<file path="src/common/st_glue_pkg.sv">
// shared widths, sample types and constants of the ST audio and interrupt glue
// every block takes what it needs through a wildcard import in its header
`default_nettype none

package st_glue_pkg;

	// audio sample types
	typedef logic [7:0] ym_chan_t;            // one psg channel, unsigned
	typedef logic [9:0] ym_sum_t;             // two or three channels added
	typedef logic [7:0] dma_snd_t;            // ste dma sample, midpoint 128
	typedef logic signed [14:0] audio_mix_t;  // per side mix into the dac

	localparam int YM_MIDPOINT  = 512;
	localparam int DMA_MIDPOINT = 128;

	// viking card lives at $c00000, address bits 23..18
	localparam logic [5:0] VIKING_PAGE = 6'b110000;

	// enough accesses to trust that the driver is running
	localparam int VIKING_THRESHOLD = 255;

	typedef logic [7:0] viking_cnt_t;

	// mfp timer input conditioning
	localparam int SINT_DELAY_TAPS = 8;   // 74ls164 on the ste board
	localparam int DE_DELAY_TAPS   = 28;  // in 8 MHz bus cycles
	localparam int CLK2_DIVIDE     = 16;  // clk_32 cycles per 2 MHz tick

	typedef logic [$clog2(CLK2_DIVIDE)-1:0] clk2_cnt_t;

endpackage

`default_nettype wire

</file>
<file path="src/audio/audio_mixer.sv">
// sums the three psg channels and the ste dma sound into one signed mix per side
// the registered mix feeds the sigma-delta dac
// psg_stereo_i puts A+B on the left and C+B on the right, else A+B+C on both
`timescale 1ns/1ns
`default_nettype none

module audio_mixer import st_glue_pkg::*; (
	input  wire             clk_32,
	input  wire             xsint,
	input  wire ym_chan_t   ym_a_i,
	input  wire ym_chan_t   ym_b_i,
	input  wire ym_chan_t   ym_c_i,
	input  wire             psg_stereo_i,
	input  wire dma_snd_t   dma_snd_l_i,
	input  wire dma_snd_t   dma_snd_r_i,
	output audio_mix_t      mix_l_o,
	output audio_mix_t      mix_r_o
);

	ym_sum_t    ym_sum_l;
	ym_sum_t    ym_sum_r;
	ym_sum_t    ym_signed_l;
	ym_sum_t    ym_signed_r;
	dma_snd_t   dma_signed_l;
	dma_snd_t   dma_signed_r;
	audio_mix_t mix_l_d;
	audio_mix_t mix_r_d;

	// 10 bit two's complement widened to 15, low bits refilled from the top
	function automatic audio_mix_t ym_scale(input ym_sum_t s);
		return {s[9], s, s[9:6]};
	endfunction

	// 8 bit sample scaled the same way
	function automatic audio_mix_t dma_scale(input dma_snd_t s);
		return {s[7], s, s[7:2]};
	endfunction

	always_comb begin
		if (psg_stereo_i) begin
			ym_sum_l = ym_sum_t'(ym_a_i) + ym_sum_t'(ym_b_i);
			ym_sum_r = ym_sum_t'(ym_c_i) + ym_sum_t'(ym_b_i);
		end else begin
			ym_sum_l = ym_sum_t'(ym_a_i) + ym_sum_t'(ym_b_i) + ym_sum_t'(ym_c_i);
			ym_sum_r = ym_sum_l;  // mono, same on both sides
		end
	end

	// midpoint removal, wraps into two's complement
	assign ym_signed_l  = ym_sum_l - ym_sum_t'(YM_MIDPOINT);
	assign ym_signed_r  = ym_sum_r - ym_sum_t'(YM_MIDPOINT);
	assign dma_signed_l = dma_snd_l_i - dma_snd_t'(DMA_MIDPOINT);
	assign dma_signed_r = dma_snd_r_i - dma_snd_t'(DMA_MIDPOINT);

	assign mix_l_d = ym_scale(ym_signed_l) + dma_scale(dma_signed_l);
	assign mix_r_d = ym_scale(ym_signed_r) + dma_scale(dma_signed_r);

	always_ff @(posedge clk_32 or negedge xsint) begin
		if (!xsint) begin
			mix_l_o <= '0;
			mix_r_o <= '0;
		end else begin
			mix_l_o <= mix_l_d;
			mix_r_o <= mix_r_d;
		end
	end

endmodule

`default_nettype wire

</file>
<file path="src/audio/sigma_delta_dac.sv">
// first order sigma-delta converter, one bitstream per side
// the signed mix is turned to offset binary and added into a 15 bit accumulator,
// the carry out of each add is the output bit
`timescale 1ns/1ns
`default_nettype none

module sigma_delta_dac import st_glue_pkg::*; (
	input  wire             clk_32,
	input  wire             xsint,
	input  wire audio_mix_t mix_l_i,
	input  wire audio_mix_t mix_r_i,
	output logic            audio_l_o,
	output logic            audio_r_o
);

	logic [14:0] acc_l_q;
	logic [14:0] acc_r_q;
	logic [15:0] sum_l;
	logic [15:0] sum_r;

	// flip the sign bit, 0 becomes midscale
	function automatic logic [14:0] offset_bin(input audio_mix_t m);
		return {~m[14], m[13:0]};
	endfunction

	assign sum_l = {1'b0, acc_l_q} + {1'b0, offset_bin(mix_l_i)};
	assign sum_r = {1'b0, acc_r_q} + {1'b0, offset_bin(mix_r_i)};

	// ones density over 2^15 cycles equals the offset binary value
	always_ff @(posedge clk_32 or negedge xsint) begin
		if (!xsint) begin
			acc_l_q   <= '0;
			acc_r_q   <= '0;
			audio_l_o <= 1'b0;
			audio_r_o <= 1'b0;
		end else begin
			acc_l_q   <= sum_l[14:0];
			acc_r_q   <= sum_r[14:0];
			audio_l_o <= sum_l[15];  // carry out
			audio_r_o <= sum_r[15];
		end
	end

endmodule

`default_nettype wire

</file>
<file path="src/mfp_timer_inputs.sv">
// conditions the timer a/b and gpio 7 inputs of the mfp
// timer a is the dma sound interrupt delayed by eight 2 MHz ticks (ste only),
// timer b is display enable delayed by 28 bus cycles
`timescale 1ns/1ns
`default_nettype none

module mfp_timer_inputs import st_glue_pkg::*; (
	input  wire  clk_32,
	input  wire  xsint,
	input  wire  mhz8_en_i,
	input  wire  ste_i,
	input  wire  sound_int_i,
	input  wire  de_i,
	input  wire  mono_detect_i,
	output logic timer_a_o,
	output logic timer_b_o,
	output logic mfp_io7_o
);

	clk2_cnt_t                  div_cnt_q;
	logic                       clk2_en_q;
	logic [SINT_DELAY_TAPS-1:0] sint_dly_q;
	logic                       sint_out_q;
	logic [DE_DELAY_TAPS-1:0]   de_dly_q;

	// 32 MHz down to a one cycle 2 MHz tick
	always_ff @(posedge clk_32 or negedge xsint) begin
		if (!xsint) begin
			div_cnt_q <= '0;
			clk2_en_q <= 1'b0;
		end else begin
			clk2_en_q <= (div_cnt_q == '0);
			if (div_cnt_q == clk2_cnt_t'(CLK2_DIVIDE - 1))
				div_cnt_q <= '0;
			else
				div_cnt_q <= div_cnt_q + 1'b1;
		end
	end

	// shift register held clear while the interrupt is low
	always_ff @(posedge clk_32 or negedge xsint) begin
		if (!xsint) begin
			sint_dly_q <= '0;
			sint_out_q <= 1'b0;
		end else begin
			if (!sound_int_i)
				sint_dly_q <= '0;
			else if (clk2_en_q)
				sint_dly_q <= {sint_dly_q[SINT_DELAY_TAPS-2:0], sound_int_i};
			sint_out_q <= sint_dly_q[SINT_DELAY_TAPS-1];
		end
	end

	// display enable, one step per bus cycle
	always_ff @(posedge clk_32 or negedge xsint) begin
		if (!xsint)
			de_dly_q <= '0;
		else if (mhz8_en_i)
			de_dly_q <= {de_dly_q[DE_DELAY_TAPS-2:0], de_i};
	end

	// on the st the printer busy line sits here, idle high
	assign timer_a_o = ste_i ? sint_out_q : 1'b1;
	assign timer_b_o = de_dly_q[DE_DELAY_TAPS-1];

	// mono detect, xor'd with the sound irq on the ste
	assign mfp_io7_o = mono_detect_i ^ (ste_i & sound_int_i);

endmodule

`default_nettype wire

</file>
<file path="src/st_glue_top.sv">
// audio and interrupt glue of an ST/STE style system
// psg and dma sound in, sigma-delta bitstreams out, plus the conditioned
// mfp timer inputs and the viking card activity flag
`timescale 1ns/1ns
`default_nettype none

module st_glue_top import st_glue_pkg::*; (
	input  wire           clk_32,
	input  wire           xsint,

	// psg channels and dma sound
	input  wire ym_chan_t ym_a_i,
	input  wire ym_chan_t ym_b_i,
	input  wire ym_chan_t ym_c_i,
	input  wire           psg_stereo_i,
	input  wire dma_snd_t dma_snd_l_i,
	input  wire dma_snd_t dma_snd_r_i,

	// mfp related inputs
	input  wire           ste_i,
	input  wire           sound_int_i,
	input  wire           de_i,
	input  wire           mono_detect_i,
	input  wire           mhz8_en_i,     // one clk_32 in four

	// cpu bus, only what the viking detector needs
	input  wire           as_n_i,
	input  wire [5:0]     cpu_a_hi_i,    // address 23..18
	input  wire           viking_enable_i,

	output wire           audio_l_o,
	output wire           audio_r_o,
	output wire           timer_a_o,
	output wire           timer_b_o,
	output wire           mfp_io7_o,
	output wire           viking_active_o
);

	audio_mix_t mix_l;
	audio_mix_t mix_r;

	audio_mixer u_audio_mixer (
		.clk_32       (clk_32),
		.xsint        (xsint),
		.ym_a_i       (ym_a_i),
		.ym_b_i       (ym_b_i),
		.ym_c_i       (ym_c_i),
		.psg_stereo_i (psg_stereo_i),
		.dma_snd_l_i  (dma_snd_l_i),
		.dma_snd_r_i  (dma_snd_r_i),
		.mix_l_o      (mix_l),
		.mix_r_o      (mix_r)
	);

	sigma_delta_dac u_sigma_delta_dac (
		.clk_32    (clk_32),
		.xsint     (xsint),
		.mix_l_i   (mix_l),
		.mix_r_i   (mix_r),
		.audio_l_o (audio_l_o),
		.audio_r_o (audio_r_o)
	);

	mfp_timer_inputs u_mfp_timer_inputs (
		.clk_32        (clk_32),
		.xsint         (xsint),
		.mhz8_en_i     (mhz8_en_i),
		.ste_i         (ste_i),
		.sound_int_i   (sound_int_i),
		.de_i          (de_i),
		.mono_detect_i (mono_detect_i),
		.timer_a_o     (timer_a_o),
		.timer_b_o     (timer_b_o),
		.mfp_io7_o     (mfp_io7_o)
	);

	viking_detect u_viking_detect (
		.clk_32          (clk_32),
		.xsint           (xsint),
		.mhz8_en_i       (mhz8_en_i),
		.as_n_i          (as_n_i),
		.cpu_a_hi_i      (cpu_a_hi_i),
		.viking_enable_i (viking_enable_i),
		.viking_active_o (viking_active_o)
	);

endmodule

`default_nettype wire

</file>
<file path="src/viking_detect.sv">
// watches cpu accesses to the viking card window at $c0xxxx
// the card counts as in use once the driver has touched it 255 times,
// a few stray probes from other software are not enough
`timescale 1ns/1ns
`default_nettype none

module viking_detect import st_glue_pkg::*; (
	input  wire       clk_32,
	input  wire       xsint,
	input  wire       mhz8_en_i,
	input  wire       as_n_i,
	input  wire [5:0] cpu_a_hi_i,
	input  wire       viking_enable_i,
	output logic      viking_active_o
);

	viking_cnt_t access_cnt_q;
	logic        access_hit;
	logic        cnt_full;

	// one count per bus cycle with the address strobe low
	assign access_hit = mhz8_en_i && !as_n_i && viking_enable_i &&
		(cpu_a_hi_i == VIKING_PAGE);

	assign cnt_full = (access_cnt_q == viking_cnt_t'(VIKING_THRESHOLD));

	always_ff @(posedge clk_32 or negedge xsint) begin
		if (!xsint) begin
			access_cnt_q    <= '0;
			viking_active_o <= 1'b0;
		end else begin
			if (access_hit && !cnt_full)
				access_cnt_q <= access_cnt_q + 1'b1;  // saturates at threshold
			viking_active_o <= cnt_full;  // sticky, counter never leaves full
		end
	end

endmodule

`default_nettype wire

</file>
<file path="config.mk">
export PLATFORM = sky130hd
export DESIGN_NAME = st_glue_top
export DESIGN_NICKNAME = d
export VERILOG_FILES = /design/src/common/st_glue_pkg.sv /design/src/audio/audio_mixer.sv /design/src/audio/sigma_delta_dac.sv /design/src/mfp_timer_inputs.sv /design/src/st_glue_top.sv /design/src/viking_detect.sv
export SDC_FILE = /design/constraint.sdc
export NUM_CORES = 1
export LEC_CHECK = 0
export BUFFER_PORTS_ARGS = -buffer_cell sky130_fd_sc_hd__buf_2
export CORE_MARGIN = 1
export CORE_UTILIZATION = 25
export CTS_CLUSTER_DIAMETER = 200
export DETAILED_ROUTE_END_ITERATION = 8
export GPL_TIMING_DRIVEN = 0
export HOLD_SLACK_MARGIN = 0.06
export SYNTH_ARGS = -nofsm -noshare
export SYNTH_HDL_FRONTEND = slang
export SYNTH_SLANG_ARGS = --single-unit
</file>
<file path="constraint.sdc">
create_clock -name clk_32 -period 2.28 [get_ports clk_32]
set_input_delay 0.456 -clock clk_32 [delete_from_list [all_inputs] [get_ports clk_32]]
set_output_delay 0.456 -clock clk_32 [all_outputs]
set_load 0.02 [all_outputs]
</file>
# == After elaboration in Yosys (flattened, before gate mapping) ==
# Index checks and enable logic that the tools add are counted.
# W data, S select, Z words.
# totals
reg_bits,113
latch_bits,0
ramBits,0
romBits,0
input_bits,56
out_inout_bits,6
memories,0
# op_classes
n_addsub,13
multipliers,0
div,0
n_lt_le_gt_ge,0
eq_ne,4
shifts,0
n_mux,6
n_bitwise,4
n_reduce_logical,7
# op_table
cell,count
$add A15 B15 Y16,2
$add A14 B14 Y15,2
$mux W10,2
$sub A10 B10 Y10 const B,2
$add A8 B8 Y9,2
$mux W8,2
$sub A8 B8 Y8 const B,2
$add A10 B8 Y10,1
$add A8 B1 Y8 const B,1
$eq A8 B8 Y1 const B,1
$eq A6 B6 Y1 const B,1
$add A4 B1 Y4 const B,1
$eq A4 B4 Y1 const B,1
$logic_and A1 B1 Y1,4
$logic_not A4 Y1,1
$mux W4,1
$logic_not A1 Y1,2
$ne A2 B1 Y1 const B,1
$not A1 Y1,2
$and A1 B1 Y1,1
$mux W1,1
$xor A1 B1 Y1,1

# == Longest topological paths before layout ==
# Gate-level depths: netlist (run 1).
# depth
depth_word,5
depth_mapped,20
mapped_depth_nobuf,20

# == Modules after synthesis ==
# From an unflattened synthesis (run 1), not the netlist that was laid out.
# unflattened
hier_cells,719
area_unflattened_um2,7564.8
# modules_own_cells
mod,instances,cells_per_inst,area_per_inst_um2,seq_area_each_um2
audio_mixer,1,374,3288.2,750.7
sigma_delta_dac,1,198,2078.2,800.8
mfp_timer_inputs,1,104,1711.6,1051.0
viking_detect,1,43,486.7,225.2

# == Worst setup path after synthesis (run 1) ==
# Ideal clock, no wire load.
# synth_path
path_type,in2reg
startpoint,input ym_a_i[0]
endpoint,register u_audio_mixer.mix_r_o[12]
setup_ns,0.094
t_arrival_ns,4.290
required_ns,2.186
setup_slack_ns,-2.104
path_stages,20
path_buffers,0
path_cell_list,ha_1 > fa_1 > a21o_1 > a21oi_1 > xnor2_1 > ha_1 > a21oi_1 > nor2b_1 > a41o_1 > nor2_1 > xnor2_1 > mux2_2 > ha_1 > fa_1 > a21o_1 > a21oi_1 > nand2b_1 > a21oi_1 > a31o_2 > a211oi_1
# synth_via
elab_chain_len,5
# synth_rtl
item,line_no,rtl
"start, declared",st_glue_top.sv:12,"input wire ym_chan_t ym_a_i,"
$add A8 B8 Y9,audio_mixer.sv:44,ym_sum_l = ym_sum_t'(ym_a_i) + ym_sum_t'(ym_b_i) + ym_sum_t'(ym_c_i);
$add A10 B8 Y10,audio_mixer.sv:44,
$mux W10,audio_mixer.sv:40,if (psg_stereo_i) begin
$sub A10 B10 Y10,audio_mixer.sv:51,assign ym_signed_r = ym_sum_r - ym_sum_t'(YM_MIDPOINT);
$add A14 B14 Y15,audio_mixer.sv:56,assign mix_r_d = ym_scale(ym_signed_r) + dma_scale(dma_signed_r);
net u_audio_mixer.mix_r_d[12],audio_mixer.sv:27,audio_mix_t mix_r_d;
"end signal, assigned",audio_mixer.sv:64,mix_r_o <= mix_r_d;
"end, declared",audio_mixer.sv:17,output audio_mix_t mix_r_o
# The timed path passes the listed nets, and every way through them passes these cells.
# A chain may end at the register's enable or synchronous reset.

# == Final worst setup path (run 1) ==
# layout_path
startpoint,input ym_a_i[4]
endpoint,register u_audio_mixer.mix_r_o[12]
# Same word-level chain as after synthesis.

==> results of run 1 <==
==> cells by family (layout without fill, tap and decap cells) <==
kind of cell | after synthesis | count (layout)
simple gates | 174 | 174
mux | 43 | 43
compound gates | 180 | 180
flops | 113 | 113
buf+inv | 46 | 166
xor+xnor | 67 | 67
fa+ha+maj | 92 | 92
==> placed cells by master (no fill, tap or decap), drive strengths merged, types with 13 or more instances in the layout <==
master	n
a211oi	15
nor2b	20
a21oi	50
nand2	39
mux2	35
buf	90
xor2	21
ha	85
nor2	58
inv	36
a21o	15
o21a	13
dfrtp	113
xnor2	46
clkbuf	28
o21ai	42
==> per-layer routing <==
layer | GRT usage [%] | wire (µm)
met3 | 1.759 | 464
met4 | 4.576 | 278
met1 | 13.58 | 7403
met5 | 0 | 0
met2 | 18.90 | 7517
==> state kept, by name, summed over array words and instances, names as in the netlist, 4 cells and up <==
| register | count |
|---|---|
| u_mfp_timer_inputs.de_dly_q | 28 |
| u_viking_detect.access_cnt_q | 8 |
| u_sigma_delta_dac.acc_l_q | 15 |
| u_mfp_timer_inputs.sint_dly_q | 8 |
| u_sigma_delta_dac.acc_r_q | 15 |
| u_audio_mixer.mix_r_o | 15 |
| u_audio_mixer.mix_l_o | 15 |
| u_mfp_timer_inputs.div_cnt_q | 4 |
==> per-stage QoR <==
stage	TNS, ns	setup WS (ns)	hold WS [ns]
4_1_cts	-39.76	-1.670	0.2634
3_5_place_dp	-59.41	-2.468	0.3658
2_1_floorplan	-42.76	-1.821	0.1604
5_1_grt	-44.46	-1.844	0.2725
3_3_place_gp	-136.92	-2.441	0.3618
6_report	-40.43	-1.708	0.2864
==> worst paths after layout <==
check                           depth (start not counted)                              to                              from  slack (ns)
worst max-delay path                                   21       u_audio_mixer.mix_r_o[12]                         ym_a_i[4]       -1.71
min in group asynchronous                               2     u_sigma_delta_dac.audio_l_o                             xsint        0.54
max in group asynchronous                               3        u_audio_mixer.mix_r_o[2]                             xsint        1.06
worst min register to register                          0   u_mfp_timer_inputs.sint_out_q  u_mfp_timer_inputs.sint_dly_q[7]        0.38
worst min-delay path                                    2  u_mfp_timer_inputs.de_dly_q[0]                              de_i        0.29
worst max register to register                          9   u_sigma_delta_dac.acc_r_q[14]      u_sigma_delta_dac.acc_r_q[0]        0.14
==> power by group <==
group | internal [W] | total [W] | switching, W | leakage [nW]
registers | 0.00286 | 0.00316 | 0.000304 | 1.38
logic | 0.00319 | 0.00671 | 0.00353 | 2.56
clock network | 0.00218 | 0.00309 | 0.000911 | 0.331
==> timing repair <==
action / in CTS / in global routing
gates resized for setup: 52 / 27
setup endpoints to repair: 31 / 33
setup buffers: 23 / 7
hold endpoints to repair: 44 / 0
pin swaps: 31 / 28
hold buffers: 1 / 0
==> synth_stat cells (10+ instances only) <==
| cell | number | area share (%) |
|---|---|---|
| a211oi_1 | 15 | 1.5 |
| a21o_1 | 15 | 1.5 |
| a21oi_1 | 50 | 3.4 |
| dfrtp_1 | 113 | 39 |
| ha_1 | 85 | 15 |
| inv_1 | 36 | 1.9 |
| mux2_2 | 35 | 5.4 |
| nand2_1 | 39 | 2.0 |
| nand2b_1 | 11 | 0.95 |
| nand3_1 | 10 | 0.69 |
| nor2_1 | 56 | 2.9 |
| nor2b_1 | 20 | 1.7 |
| nor3_1 | 10 | 0.69 |
| o21a_1 | 13 | 1.3 |
| o21ai_0 | 41 | 2.8 |
| xnor2_1 | 46 | 5.5 |
| xor2_1 | 21 | 2.5 |
==> final cells by class <==
| type | count | area, µm² |
|---|---|---|
| fill | 2907 | 19180 |
| clock buffer | 21 | 450.4 |
| sequential | 113 | 2828 |
| timing repair buffer | 88 | 574.3 |
| clock inverter | 11 | 232.7 |
| tap | 384 | 480.5 |
| inverter | 36 | 135.1 |
| buffer | 10 | 45.04 |
| multi-input combinational | 556 | 4777 |
==> worst max-delay path, cell delays in order <==
cell and delay [ns]:
buf_2 0.11, ha_4 0.26, and2_1 0.17, a31oi_1 0.14, o21ai_1 0.11, nor2_1 0.12, xnor2_1 0.16, ha_1 0.32
nor2b_1 0.16, a41o_1 0.25, nor2_2 0.14, xnor2_2 0.08, mux2_4 0.30, ha_4 0.17, fa_2 0.34, a21o_1 0.20
a21oi_2 0.15, nand2b_4 0.19, a21oi_4 0.08, a31o_4 0.24, a211oi_2 0.14
==> summary.txt, run 1 <==
Outcome
  – Status: complete, but fails checks
  – Failing checks: negative setup slack

Yosys
  – Post-Synth Adder-Cell Area: 16.53%
  – Register area share after synthesis: 38.84%
  – Ys async rst share: 100.0%
  – Compound-Gate Fraction of Synth Area: 15.78%
  – Post-Syn Nets: 863
  – Gate Count Post-Synth: 715
  – Post-Synth XOR/XNOR Area: 8.061%
  – Synth cell types: 54
  – Cell area after synthesis: 0.007279 mm²
  – Avg Inst Size Synth: 10.18 µm²
  – Number of synthesized flops with an enable pin: 0
  – Largest family of logic cells by synthesized area: adder cells
  – Flops & latches, synth: 113
  – Yosys warning total: 0
  – Post-synthesis mux area share: 6.514%
  – Area share of and/or/nand/nor cells after synthesis: 11.79%
  – Top_reg_cell synth: dfrtp_1

Detailed routing
  – Antenna-violating nets left: 0
  – DRT Pass-1 Iters: 5
  – Post-Route WL: 15,660 µm
  – DR vias/cell: 4.504
  – DRT iter0 DRCs: 222
  – DRC: 0
  – Via count: 5,490
  – WL/cell: 12.85 µm

Min path
  – Hold Path Class: in2reg

Pwr
  – PwrDens: 1362 mW/mm²
  – Peak supply drop: 437.9 µV
  – Pleak: 4.264 nW
  – Total power draw: 0.01297 W

Critical path
  – CP Class: in2reg
  – CP Data Arrival Time: 4.31 ns
  – Crit-path max FO: 5
  – Worst EP required: 2.60 ns
  – Worst setup EP type: register
  – CP Launch Type: input pin

Final layout
  – Layout net count: 970
  – Syn-to-layout area delta: 30.82%
  – Final Util: 33.18%
  – Final Cell Area: 0.009523 mm²
  – Layout cells sized above 1: 27.78%
  – Antenna diode count: 0
  – Layout Cells excl Fill: 1,219

Global route
  – Initial antenna violation count: 0
  – Total congestion overflow: 0
  – Pin count of the biggest net entering global routing: 70
  – Vias in the first global route: 5,655
  – Gr usage total: 10.98%
  – First-pass GRT wire length: 26,590 µm

Place
  – Port Buffers: 60
  – Dpl hpwl: 11,560 µm
  – Placed inst area: 0.008223 mm²
  – Post-Place Cells: 1,160
  – Last weighted congestion value of the routability-driven placer: 0.8447

CTS
  – Number of buffers created by CTS: 17
  – Clk slew on worst S/H paths: 0.05 ns
  – Clock latency on the worst-skew pair: 0.41 ns
  – Clock root buffer: clkbuf_16
  – Max Root-Sink Buffers: 2
  – # H-tree levels: 4
  – # clock sinks: 113
  – CTS tree: built

Run
  – Max_cap viols: 0

Timing
  – Tcrit/Tclk final: 174.9%
  – Post-route minimum period: 3.988 ns
  – Measured slew at the worst slew-check pin: 0.7263 ns
  – F_max: 250.8 MHz
  – Fin. Hold Viols: 0
  – Setup WS post-layout: -1.708 ns
  – RSZ-0062 raised after global routing: yes
  – Slew Viols, Final: 0
  – Count of final setup violators: 30
  – Setup Skew: 0.007179 ns
  – Max-slew headroom: 51.21%

Die
  – FP Rows: 62
  – Die Y: 172.6 µm
  – Die ar.: 0.02980 mm²
  – Core area: 0.02870 mm²
  – Initial Utilization: 25.36%
  – Die width: 172.6 µm
  – I/O Pins: 62
Note: power is estimated with default switching activity, not from simulation.
==> run 2: changes to the inputs <==
--- a/config.mk
+++ b/config.mk
@@ -12,6 +12,7 @@
 export DETAILED_ROUTE_END_ITERATION = 8
 export GPL_TIMING_DRIVEN = 0
 export HOLD_SLACK_MARGIN = 0.06
+export REMOVE_ABC_BUFFERS = 1
 export SYNTH_ARGS = -nofsm -noshare
 export SYNTH_HDL_FRONTEND = slang
 export SYNTH_SLANG_ARGS = --single-unit
==> summary.txt, run 2 (synthesis gave the netlist of run 1 again) <==
Final layout
  – Antenna diode count: 0 (unchanged)
  – Layout cells sized above 1: 29.52% (was 27.78%)
  – FF/Latch Area: 0.002828 mm² (unchanged)
  – Layout net count: 965 (was 970)
  – Most frequent cells in the layout: 113 x dfrtp_1, 71 x ha_1, 58 x buf_2 (was 113 x dfrtp_1, 72 x ha_1, 57 x buf_2)
  – Commonest non-fill, non-tap cell in the layout: dfrtp_1 (unchanged)
  – Final Util: 33.05% (was 33.18%)
  – Top reg by flops: u_mfp_timer_inputs.de_dly_q (unchanged)
  – Number of flip-flops in the largest register: 28 (unchanged)
  – Filler cells: 2,914 (was 2,907)
  – Syn-to-layout area delta: 30.30% (was 30.82%)
  – Multi-input logic area: 0.004832 mm² (was 0.004777 mm²)
  – Final Cell Area: 0.009485 mm² (was 0.009523 mm²)

Die
  – Die width: 172.6 µm (unchanged)
  – FP Rows: 62 (unchanged)
  – Core area: 0.02870 mm² (unchanged)
  – Die Y: 172.6 µm (unchanged)
  – Die ar.: 0.02980 mm² (unchanged)
  – Initial Utilization: 25.36% (unchanged)
  – I/O Pins: 62 (unchanged)

Timing
  – F_max: 249.8 MHz (was 250.8 MHz)
  – Setup Skew: 0.01828 ns (was 0.007179 ns)
  – Measured slew at the worst slew-check pin: 0.6080 ns (was 0.7263 ns)
  – Slew Viols, Final: 0 (unchanged)
  – Post-route minimum period: 4.003 ns (was 3.988 ns)
  – Fin Setup TNS: -40.37 ns (was -40.43 ns)
  – Count of final setup violators: 30 (unchanged)
  – Fin. Hold Viols: 0 (unchanged)
  – Tcrit/Tclk final: 175.6% (was 174.9%)
  – RSZ-0062 raised after global routing: yes (unchanged)
  – Setup WS post-layout: -1.723 ns (was -1.708 ns)
  – Max-slew headroom: 59.47% (was 51.21%)

Detailed routing
  – DRT iter0 DRCs: 278 (was 222)
  – WL/cell: 12.74 µm (was 12.85 µm)
  – Via count: 5,474 (was 5,490)
  – DRT Pass-1 Iters: 4 (was 5)
  – Post-Route WL: 15,470 µm (was 15,660 µm)
  – DR vias/cell: 4.509 (was 4.504)
  – DRC: 0 (unchanged)
  – Antenna-violating nets left: 0 (unchanged)

CTS
  – Number of buffers created by CTS: 17 (unchanged)
  – Clk slew on worst S/H paths: 0.05 ns (about the same)
  – Max Root-Sink Buffers: 2 (unchanged)
  – Clock latency on the worst-skew pair: 0.41 ns (about the same)
  – Clock root buffer: clkbuf_16 (unchanged)
  – # clock sinks: 113 (unchanged)
  – # H-tree levels: 4 (unchanged)
  – CTS tree: built (unchanged)

Critical path
  – CP Data Arrival Time: 4.33 ns (was 4.31 ns)
  – Crit-path max FO: 4 (was 5)
  – Worst setup EP type: register (unchanged)
  – Largest delay share family, worst path: compound AO/OA/AOI/OAI gates (unchanged)
  – Max incr delay on CP: 0.33 ns (was 0.34 ns)
  – CP Launch Type: input pin (unchanged)
  – Worst EP required: 2.61 ns (was 2.60 ns)
  – Most common cell on crit path: ha_4 (unchanged)
  – Crit-path slowest cell: fa_2 (unchanged)
  – CP Class: in2reg (unchanged)
  – R2R cell count: 9 (unchanged)
  – WP buf/inv: 1 (unchanged)
  – Stages on worst setup path: 21 (unchanged)
  – CP Cell Sequence: buf_2 > ha_4 > and2_4 > a31oi_1 > o21ai_1 > nor2_1 > xnor2_1 > ha_1 > nor2b_1 > a41o_1 > nor2_2 > xnor2_2 > mux2_4 > ha_4 > fa_2 > a21o_1 > a21oi_2 > nand2b_4 > a21oi_4 > a31o_4 > a211oi_2 (was buf_2 > ha_4 > and2_1 > a31oi_1 > o21ai_1 > nor2_1 > xnor2_1 > ha_1 > nor2b_1 > a41o_1 > nor2_2 > xnor2_2 > mux2_4 > ha_4 > fa_2 > a21o_1 > a21oi_2 > nand2b_4 > a21oi_4 > a31o_4 > a211oi_2)

Min path
  – Hold Path Depth: 2 (unchanged)
  – Hold Path Class: in2reg (unchanged)

Global route
  – Gr usage total: 10.73% (was 10.98%)
  – Pin count of the biggest net entering global routing: 74 (was 70)
  – Initial antenna violation count: 0 (unchanged)
  – Vias in the first global route: 5,539 (was 5,655)
  – First-pass GRT wire length: 26,150 µm (was 26,590 µm)
  – Total congestion overflow: 0 (unchanged)

Place
  – Placed inst area: 0.008054 mm² (was 0.008223 mm²)
  – Last weighted congestion value of the routability-driven placer: 0.7962 (was 0.8447)
  – Dpl hpwl: 11,100 µm (was 11,560 µm)
  – Port Buffers: 61 (was 60)

Outcome
  – Status: complete, but fails checks (unchanged)
  – Failing checks: negative setup slack (unchanged)

Pwr
  – Peak supply drop: 468.1 µV (was 437.9 µV)
  – Total power draw: 0.01263 W (was 0.01297 W)
  – Pleak: 4.235 nW (was 4.264 nW)
  – PwrDens: 1331 mW/mm² (was 1362 mW/mm²)

Run
  – Max_cap viols: 0 (unchanged)
[run 2: changes by cell type in the layout (fill, tap and decap cells not counted), moves of 2 or more]
cell        previous run  this run
bufinv_16              7         2
nor2_4                 3         6
xor2_2                 2         4
xor2_1                19        17
clkbuf_1              10         2
nor2_2                 5         3
clkbuf_8               1         4
a211oi_2               2         5
buf_4                 21        23
clkinvlp_4             1         4
ha_2                   1         3
buf_1                  2         0
a211oi_1              10         8
[run 2: cell type report]
cell class,count,area share (%)
multi-input cells,556,50.94
inverters,36,1.425
clock inverters,9,1.108
well taps,384,5.065
flip-flops and latches,113,29.81
clock buffers,23,5.144
repair buffers,93,6.503
[run 2: worst reg2reg max path, cell delays in order, from the launching register on]
cell and delay [ns]:
dfrtp_1 0.33, ha_2 0.19, inv_1 0.05, fa_1 0.40, nor2b_1 0.15, o31a_1 0.16
o21ai_1 0.09, a21o_1 0.24, a221oi_2 0.29, xor2_1 0.16
[run 2: report_power, final]
part | total, W | internal, W | switching, W
logic | 0.00684 | 0.00324 | 0.00360
clock network | 0.00263 | 0.00172 | 0.000910
registers | 0.00316 | 0.00286 | 0.000298
total | 0.0126 | 0.00782 | 0.00481
[run 2: final timing paths]
kind,slack [ns],end,start
setup / recovery,-1.72,u_audio_mixer.mix_r_o[12],ym_b_i[4]
hold / removal,0.29,u_mfp_timer_inputs.de_dly_q[0],de_i
setup reg to reg,0.13,u_sigma_delta_dac.acc_r_q[14],u_audio_mixer.mix_r_o[0]
hold reg to reg,0.39,u_mfp_timer_inputs.sint_out_q,u_mfp_timer_inputs.sint_dly_q[7]
max in group asynchronous,1.08,u_sigma_delta_dac.acc_l_q[13],xsint
min in group asynchronous,0.52,u_mfp_timer_inputs.de_dly_q[8],xsint
[run 2: timing repair]
item	4_1_cts	5_1_grt
endpoints found under the setup margin	30	32
endpoints found under the hold margin	40	0
hold buffers	1	0
resized for setup	72	50
buffers inserted	18	13
pin swaps	40	46
gates cloned	0	0
[run 2: through the flow]
stage / hold WS, ns / worst slack, ns / instances
3_5_place_dp: 0.3726 / -2.706 / 1151
5_1_grt: 0.2734 / -1.811 / 1214
4_1_cts: 0.2660 / -1.743 / 1202
6_report: 0.2852 / -1.723 / 1214
3_3_place_gp: 0.3637 / -2.655 / 1150
2_1_floorplan: 0.1604 / -2.104 / 705
[run 2: layer usage]
metal,track usage [%],share of wire (%),vias up
met4,4.055,2.1,0
met3,2.155,3.0,23
met1,14.06,48,2595
met2,17.37,47,98
met5,0,0,-
li1,-,-,2758
